<file path="src/rtl/jtag_defines.svh">
`ifndef JTAG_DEFINES_SVH
`define JTAG_DEFINES_SVH

// Register lengths
`define IR_LEN   4
`define USER_LEN 32

// Value loaded into the IR in Capture-IR, low bits fixed at 01 by 1149.1
`define IR_CAPTURE 4'b0101

// Instruction codes
`define INSTR_IDCODE 4'd1
`define INSTR_USER   4'd8
`define INSTR_BYPASS 4'd15

// IDCODE fields
`define IDCODE_VERSION 4'h2
`define IDCODE_PART    16'hb41f
`define IDCODE_MANUF   11'h37a

`endif

</file>
<file path="src/rtl/jtag_reg_pkg.sv">
`include "jtag_defines.svh"

package jtag_reg_pkg;

  typedef enum logic [`IR_LEN-1:0] {
    IDCODE = `INSTR_IDCODE,
    USER   = `INSTR_USER,
    BYPASS = `INSTR_BYPASS
  } instr_e;

  // Field layout of the 1149.1 device identification word
  typedef struct packed {
    logic [3:0]  version;
    logic [15:0] part;
    logic [10:0] manuf;
    logic        one;   // Always 1, marks an IDCODE in a chain
  } idcode_fields_t;

  // The register shifts the raw word while its value is built field by field
  typedef union packed {
    logic [31:0]    raw;
    idcode_fields_t f;
  } idcode_u;

endpackage

</file>
<file path="src/rtl/tap_pkg.sv">
package tap_pkg;

  // Encoding follows the usual TAP numbering, DR branch before IR branch
  typedef enum logic [3:0] {
    TEST_LOGIC_RESET = 4'h0,
    RUN_TEST_IDLE    = 4'h1,
    SELECT_DR_SCAN   = 4'h2,
    CAPTURE_DR       = 4'h3,
    SHIFT_DR         = 4'h4,
    EXIT1_DR         = 4'h5,
    PAUSE_DR         = 4'h6,
    EXIT2_DR         = 4'h7,
    UPDATE_DR        = 4'h8,
    SELECT_IR_SCAN   = 4'h9,
    CAPTURE_IR       = 4'ha,
    SHIFT_IR         = 4'hb,
    EXIT1_IR         = 4'hc,
    PAUSE_IR         = 4'hd,
    EXIT2_IR         = 4'he,
    UPDATE_IR        = 4'hf
  } tap_state_e;

endpackage

</file>
<file path="src/rtl/jtag_tap_top.sv">
`timescale 1ns/1ns
`include "jtag_defines.svh"

module jtag_tap_top (
  input  logic                 TCK,
  input  logic                 TRST,
  input  logic                 tms,
  input  logic                 tdi,
  output logic                 tdo,
  output logic                 tdo_en,
  output logic [`USER_LEN-1:0] user_data,
  output tap_pkg::tap_state_e  tap_state
);

  jtag_reg_pkg::instr_e instr;
  logic                 ir_so;
  logic                 ir_shifting;

  tap_fsm u_tap_fsm (
    .TCK   (TCK),
    .TRST  (TRST),
    .tms   (tms),
    .state (tap_state)
  );

  // Instruction path
  tap_ir u_tap_ir (
    .TCK         (TCK),
    .TRST        (TRST),
    .state       (tap_state),
    .tdi         (tdi),
    .instr       (instr),
    .ir_so       (ir_so),
    .ir_shifting (ir_shifting)
  );

  // Data registers, also owns the TDO pin flop
  tap_dr u_tap_dr (
    .TCK         (TCK),
    .TRST        (TRST),
    .state       (tap_state),
    .instr       (instr),
    .tdi         (tdi),
    .ir_so       (ir_so),
    .ir_shifting (ir_shifting),
    .tdo         (tdo),
    .tdo_en      (tdo_en),
    .user_data   (user_data)
  );

endmodule

</file>
<file path="src/rtl/tap_dr.sv">
`timescale 1ns/1ns
`include "jtag_defines.svh"

module tap_dr (
  input  logic                  TCK,
  input  logic                  TRST,
  input  tap_pkg::tap_state_e   state,
  input  jtag_reg_pkg::instr_e  instr,
  input  logic                  tdi,
  input  logic                  ir_so,
  input  logic                  ir_shifting,
  output logic                  tdo,
  output logic                  tdo_en,
  output logic [`USER_LEN-1:0]  user_data
);

  jtag_reg_pkg::idcode_u idcode;

  logic                 bypass_reg;
  logic [`USER_LEN-1:0] dr_sr;     // Shared by IDCODE and USER
  logic                 dr_shifting;
  logic                 dr_long;
  logic                 dr_so;

  always_comb begin
    idcode.f = '{
      version: `IDCODE_VERSION,
      part:    `IDCODE_PART,
      manuf:   `IDCODE_MANUF,
      one:     1'b1
    };
  end

  assign dr_shifting = (state == tap_pkg::SHIFT_DR);

  // High when instr routes the 32-bit register rather than the bypass bit
  assign dr_long = (instr == jtag_reg_pkg::IDCODE) || (instr == jtag_reg_pkg::USER);
  assign dr_so   = dr_long ? dr_sr[0] : bypass_reg;

  always_ff @(posedge TCK) begin
    if (state == tap_pkg::CAPTURE_DR) begin
      bypass_reg <= 1'b0;
    end else if (dr_shifting) begin
      bypass_reg <= tdi;
    end
  end

  always_ff @(posedge TCK) begin
    if (state == tap_pkg::CAPTURE_DR) begin
      if (instr == jtag_reg_pkg::USER) begin
        dr_sr <= user_data;   // Readback of the last update
      end else begin
        dr_sr <= idcode.raw;
      end
    end else if (dr_shifting && dr_long) begin
      dr_sr <= {tdi, dr_sr[`USER_LEN-1:1]};
    end
  end

  // USER shadow register, written half a cycle into Update-DR
  always_ff @(negedge TCK or negedge TRST) begin
    if (!TRST) begin
      user_data <= '0;
    end else if (state == tap_pkg::UPDATE_DR && instr == jtag_reg_pkg::USER) begin
      user_data <= dr_sr;
    end
  end

  // The single TDO flop for both scan paths
  always_ff @(negedge TCK or negedge TRST) begin
    if (!TRST) begin
      tdo    <= 1'b0;
      tdo_en <= 1'b0;
    end else begin
      tdo_en <= ir_shifting || dr_shifting;
      if (ir_shifting) begin
        tdo <= ir_so;
      end else if (dr_shifting) begin
        tdo <= dr_so;
      end
    end
  end

endmodule

</file>
<file path="src/rtl/tap_fsm.sv">
`timescale 1ns/1ns

module tap_fsm (
  input  logic                TCK,
  input  logic                TRST,
  input  logic                tms,
  output tap_pkg::tap_state_e state
);

  tap_pkg::tap_state_e next_state;

  always_ff @(posedge TCK or negedge TRST) begin
    if (!TRST) begin
      state <= tap_pkg::TEST_LOGIC_RESET;
    end else begin
      state <= next_state;
    end
  end

  always_comb begin
    case (state)
      tap_pkg::TEST_LOGIC_RESET:
        next_state = tms ? tap_pkg::TEST_LOGIC_RESET : tap_pkg::RUN_TEST_IDLE;
      tap_pkg::RUN_TEST_IDLE:
        next_state = tms ? tap_pkg::SELECT_DR_SCAN : tap_pkg::RUN_TEST_IDLE;

      tap_pkg::SELECT_DR_SCAN:
        next_state = tms ? tap_pkg::SELECT_IR_SCAN : tap_pkg::CAPTURE_DR;
      tap_pkg::CAPTURE_DR:
        next_state = tms ? tap_pkg::EXIT1_DR : tap_pkg::SHIFT_DR;
      tap_pkg::SHIFT_DR:
        next_state = tms ? tap_pkg::EXIT1_DR : tap_pkg::SHIFT_DR;
      tap_pkg::EXIT1_DR:
        next_state = tms ? tap_pkg::UPDATE_DR : tap_pkg::PAUSE_DR;
      tap_pkg::PAUSE_DR:
        next_state = tms ? tap_pkg::EXIT2_DR : tap_pkg::PAUSE_DR;
      tap_pkg::EXIT2_DR:
        next_state = tms ? tap_pkg::UPDATE_DR : tap_pkg::SHIFT_DR;
      tap_pkg::UPDATE_DR:
        next_state = tms ? tap_pkg::SELECT_DR_SCAN : tap_pkg::RUN_TEST_IDLE;

      // Leaving Select-IR with TMS high is the last step of the five-cycle reset
      tap_pkg::SELECT_IR_SCAN:
        next_state = tms ? tap_pkg::TEST_LOGIC_RESET : tap_pkg::CAPTURE_IR;
      tap_pkg::CAPTURE_IR:
        next_state = tms ? tap_pkg::EXIT1_IR : tap_pkg::SHIFT_IR;
      tap_pkg::SHIFT_IR:
        next_state = tms ? tap_pkg::EXIT1_IR : tap_pkg::SHIFT_IR;
      tap_pkg::EXIT1_IR:
        next_state = tms ? tap_pkg::UPDATE_IR : tap_pkg::PAUSE_IR;
      tap_pkg::PAUSE_IR:
        next_state = tms ? tap_pkg::EXIT2_IR : tap_pkg::PAUSE_IR;
      tap_pkg::EXIT2_IR:
        next_state = tms ? tap_pkg::UPDATE_IR : tap_pkg::SHIFT_IR;
      tap_pkg::UPDATE_IR:
        next_state = tms ? tap_pkg::SELECT_DR_SCAN : tap_pkg::RUN_TEST_IDLE;

      default:
        next_state = tap_pkg::TEST_LOGIC_RESET;
    endcase
  end

endmodule

</file>
<file path="src/rtl/tap_ir.sv">
`timescale 1ns/1ns
`include "jtag_defines.svh"

module tap_ir (
  input  logic                  TCK,
  input  logic                  TRST,
  input  tap_pkg::tap_state_e   state,
  input  logic                  tdi,
  output jtag_reg_pkg::instr_e  instr,
  output logic                  ir_so,
  output logic                  ir_shifting
);

  logic [`IR_LEN-1:0] ir_sr;

  assign ir_shifting = (state == tap_pkg::SHIFT_IR);
  assign ir_so       = ir_sr[0];

  // Capture and shift on the rising edge
  always_ff @(posedge TCK) begin
    if (state == tap_pkg::CAPTURE_IR) begin
      ir_sr <= `IR_CAPTURE;
    end else if (ir_shifting) begin
      ir_sr <= {tdi, ir_sr[`IR_LEN-1:1]};   // LSB leaves first
    end
  end

  // The update latch runs on the falling edge so instr is stable for the next rising edge
  always_ff @(negedge TCK or negedge TRST) begin
    if (!TRST) begin
      instr <= jtag_reg_pkg::IDCODE;
    end else if (state == tap_pkg::TEST_LOGIC_RESET) begin
      instr <= jtag_reg_pkg::IDCODE;
    end else if (state == tap_pkg::UPDATE_IR) begin
      case (ir_sr)
        `INSTR_IDCODE: instr <= jtag_reg_pkg::IDCODE;
        `INSTR_USER:   instr <= jtag_reg_pkg::USER;
        default:       instr <= jtag_reg_pkg::BYPASS;   // Undecoded codes fall back to bypass
      endcase
    end
  end

endmodule

</file>
<file path="config.mk">
export PLATFORM = sky130hd
export DESIGN_NAME = jtag_tap_top
export DESIGN_NICKNAME = d
export VERILOG_FILES = /design/src/rtl/jtag_reg_pkg.sv /design/src/rtl/tap_pkg.sv /design/src/rtl/jtag_tap_top.sv /design/src/rtl/tap_dr.sv /design/src/rtl/tap_fsm.sv /design/src/rtl/tap_ir.sv
export VERILOG_INCLUDE_DIRS = /design/src /design/src/rtl
export SDC_FILE = /design/constraint.sdc
export NUM_CORES = 1
export LEC_CHECK = 0
export BUFFER_PORTS_ARGS = -buffer_cell sky130_fd_sc_hd__buf_2
export CAP_MARGIN = 10
export CORE_MARGIN = 2
export CORE_UTILIZATION = 45
export DETAILED_ROUTE_END_ITERATION = 8
export GPL_ROUTABILITY_DRIVEN = 0
export PLACE_DENSITY = 0.71
export SLEW_MARGIN = 20
export SYNTH_ARGS = -nofsm -noshare
export SYNTH_HDL_FRONTEND = slang
export SYNTH_SLANG_ARGS = --single-unit
</file>
<file path="constraint.sdc">
create_clock -name TCK -period 2.9 [get_ports TCK]
set_input_delay 0.29 -clock TCK [delete_from_list [all_inputs] [get_ports TCK]]
set_output_delay 0.29 -clock TCK [all_outputs]
set_load 0.02 [all_outputs]
</file>
## Word level (Yosys, flattened, before mapping)

Index checks and enable logic that the tools add are counted.

| storage, ports and cells | value |
|---|---|
| register bits | 79 |
| bits of input ports | 4 |
| logic and storage cells | 60 |

| cells by class | value |
|---|---|
| equality and inequality tests | 19 |
| mux-type cells | 22 |
| reductions and logical operators | 11 |

Operators by type and width:

| operator | count |
|---|---|
| $mux 32 | 3 |
| $pmux 4 s12 | 1 |
| $eq 4x4->1 const B | 10 |
| $mux 4 | 6 |
| $eq 4x3->1 const B | 4 |
| $eq 4x1->1 const B | 3 |
| $eq 4x2->1 const B | 2 |
| $pmux 4 s2 | 1 |
| $mux 1 | 6 |
| $mux 2 | 3 |
| $mux 3 | 2 |
| $reduce_bool 2->1 | 3 |
| $logic_not 4->1 | 1 |
| $reduce_or 2->1 | 2 |
| $reduce_or 3->1 | 1 |
| $logic_and 1x1->1 | 2 |
| $logic_or 1x1->1 | 2 |

## Depth between registers and ports, before layout

| logic depth | value |
|---|---|
| word-level depth | 5 |
| gate-level depth with buffers | 7 |
| gate-level depth less buffers | 4 |

## Cells and area by module

Synthesis repeated with hierarchy kept, for this count alone.

| unflattened totals | value |
|---|---|
| cell total of the unflattened synthesis | 237 |
| area, all modules | 3308.2 um^2 |

By module, submodules not included:

| module | times used | cells each | area an instance (um^2) |
|---|---|---|---|
| tap_dr | 1 | 164 | 2677.6 |
| tap_ir | 1 | 36 | 316.6 |
| tap_fsm | 1 | 37 | 314.1 |

==> results.tsv <==
metric	value	unit
status	complete, but fails checks	
failing checks	negative setup slack	
sequential share of the synthesized area	60.9	%
Clock Tree Buf Depth	2	
ant diodes	0	
Main synth FF type	dfrtn_1	
Wirelength per Cell	17.2	um
Power Density	1010	nW/um2
max-slew violations	0	
CP arrival	3.20	ns
grt peak-use layer	met2	
final core area utilization	59.3	%
Clock Sinks	78	
number of synthesized register bits	78	
crit start category	flip-flop	
Critical Path Fanout Max	7	
Area growth, synth to finish	26.9	%
met1 Use GR	23.8	%
Hold Violations, Final	0	
die area	8330	um2
synth unique cells	47	
gr usage total	17.6	%
Reg2Reg Depth	6	
CP max-delay cell	dfstp_2	
sequential cell area	2090	um2
internal reg-to-reg setup slack	-0.23	ns
xor and xnor area share after synthesis	0.766	%
CTS tree	done	
CP Data Required Time	2.97	ns
layout cell share with drive strength beyond 1	45.0	%
H-tree levels	3	
Die Y	91.3	um
Setup crit end	u_tap_dr.dr_sr[4]$_DFFE_PP_	
FFs w/ async S/R, synth	52.6	%
launching point of the worst reg2reg path	u_tap_ir.instr[0]$_DFFE_NN1P_	
aggregate routed wire length	7170	um
Worst-path clk slew	0.08	ns
setup slack after layout	-0.228	ns
Worst Setup Path Type	flip-flop to flip-flop	
DPL Wire Length	4220	um
Post-DRT Antenna Nets	0	
cts bufs inserted	9	
1st-iter DRT viols	174	
Die X	91.3	um
Ys Warns	0	
post-synthesis instance total	242	
Overall Power	4.41	mW
post-synthesis net count	246	
Clk Latency, worst-skew pair	0.38	ns
number of global-route vias before repair	2144	
row count	31	
skew final	0.0569	ns
worst min-delay path category	primary input to asynchronous set/reset pin	
biggest registers after layout	u_tap_dr.dr_sr x32, u_tap_dr.user_data x32	
num ports	42	
Synth Area in Simple Gates	8.03	%
first-pass GRT wire length	11200	um
post-synthesis mux area share	14.4	%
unrepaired setup endpoints after global routing	true	
Vias	2229	
Net count, final	317	
drc violations	0	
Mapped Area	3430	um2
capturing point of the worst reg2reg path	u_tap_dr.dr_sr[4]$_DFFE_PP_	
initial antenna violation count	0	
met2 usage	27.2	%
GRT overflow	0	
Post-synth EDFFs	32	
CP startpoint	u_tap_ir.instr[0]$_DFFE_NN1P_	
DP Worst Slack	-0.158	ns
Avg Inst Size Synth	14.2	um2
slew at the pin closest to its max-slew limit	0.684	ns
Worst setup EP type	flip-flop	
Peak supply drop	0.473	mV
Pleak	2.04	nW
fillers	569	
Largest stage delay, worst path	0.55	ns
multi-input logic area	1290	um2
initial core utilization	46.8	%
met3 Use GR	4.73	%
hold buffers post-CTS	0	
Slew HR	54.3	%
Synth Area in Compound Gates	12.5	%
Critical Path, Cell by Cell	xnor2_2 > nor2_2 > nand3_2 > a21oi_4 > buf_6 > clkbuf_16	
Final setup viols	82	
pin count of the biggest net entering global routing	29	
IO Port Bufs	41	
Max-Cap Viols	0	
vias per cell	5.35	
largest family of logic cells by synthesized area	multiplexers	
CTS root buf	clkbuf_8	
Core ar.	7330	um2
DRT Pass-1 Iters	4	
synthesized-area fraction occupied by adder cells	0	%
[worst max-delay path, delay by kind of cell, from the launching register on]
kind,cells,cell delay (ns)
compound gates,1,0.19
xor+xnor,1,0.08
buf+inv,2,0.28
flops,1,0.55
simple gates,2,0.27
[worst min path at each step]
stage | depth (start not counted) | endpoint
after floorplan | 0 | u_tap_fsm.state[0]$_DFF_PN0_
after global placement | 2 | u_tap_ir.ir_sr[1]$_SDFFE_PN0P_
after detailed placement | 2 | u_tap_ir.ir_sr[2]$_SDFFE_PN1P_
after CTS | 2 | u_tap_fsm.state[2]$_DFF_PN0_
after global routing | 2 | u_tap_fsm.state[2]$_DFF_PN0_
final | 2 | u_tap_fsm.state[2]$_DFF_PN0_
[Yosys cell counts (3+ instances only)]
cell type | instances | share of area, %
a21oi_1 | 5 | 0.73
a22o_1 | 15 | 3.8
buf_2 | 5 | 0.73
buf_4 | 3 | 0.66
buf_6 | 3 | 0.99
clkbuf_1 | 6 | 0.66
dfrtn_1 | 36 | 26
dfrtp_1 | 4 | 2.9
dfxtp_1 | 5 | 2.9
edfxtp_1 | 32 | 28
inv_1 | 3 | 0.33
mux2_4 | 30 | 13
nand2_1 | 12 | 1.3
nand2b_1 | 3 | 0.55
nand3_1 | 4 | 0.58
nor2_1 | 11 | 1.2
nor2b_1 | 4 | 0.73
nor3_1 | 4 | 0.58
o21ai_0 | 8 | 1.2
o22a_1 | 18 | 4.6
[logic make-up after synthesis]
group | after synthesis
AO/OA/AOI/OAI | 56
XOR/XNOR | 3
buffers and inverters | 20
flip-flops | 78
multiplexers | 34
AND/OR/NAND/NOR | 51
[where the power goes]
part / total, mW / internal (mW) / switching, mW
clock: 0.850 / 0.446 / 0.404
combinational: 1.73 / 0.945 / 0.784
sequential: 1.83 / 1.62 / 0.216
total: 4.41 / 3.01 / 1.40
[metal layers]
metal  wire (um)  vias up
li1            -     1048
met1        3230     1113
met2        3550       59
met3         298        9
met4          92        0
met5           0        -
[placed cells by master, fill, tap and decap left out, drive strengths merged, types with 2 or more instances in the layout]
cell,instances
a21oi,5
a22o,15
buf,74
clkbuf,14
clkinv,3
dfrtn,36
dfrtp,4
dfxtp,5
edfxtp,32
inv,3
mux2,33
nand2,14
nand2b,3
nand3,5
nor2,11
nor2b,4
nor3,5
o21ai,8
o22a,18
o22ai,2
xor2,2
[layout make-up]
cell class                      instances  share of cell area (%)
Multi-Input combinational cell        144                    29.6
Inverter                                2                   0.173
Tap cell                               99                    2.85
Sequential cell                        78                    48.0
Timing Repair Buffer                   77                    14.5
Clock buffer                           11                    3.48
Clock inverter                          6                    1.41
[metrics by stage]
stage / hold WS, ns / instance area [um2] / cells / setup TNS [ns]
after floorplan: -0.00559 / 3460 / 242 / -16.89
after global placement: 0.458 / 3860 / 381 / -3.67
after detailed placement: 0.466 / 3860 / 381 / -5.73
after CTS: 0.181 / 4230 / 414 / -4.93
after global routing: 0.228 / 4350 / 417 / -13.14
final: 0.168 / 4350 / 417 / -8.68
[repair_timing]
action | in CTS | in global routing
setup buffers | 16 | 2
pin swaps | 0 | 4
endpoints found under the setup margin | 46 | 76
cloned | 1 | 4
resized for setup | 5 | 10
No activity file was read; power rests on OpenSTA's default activity.
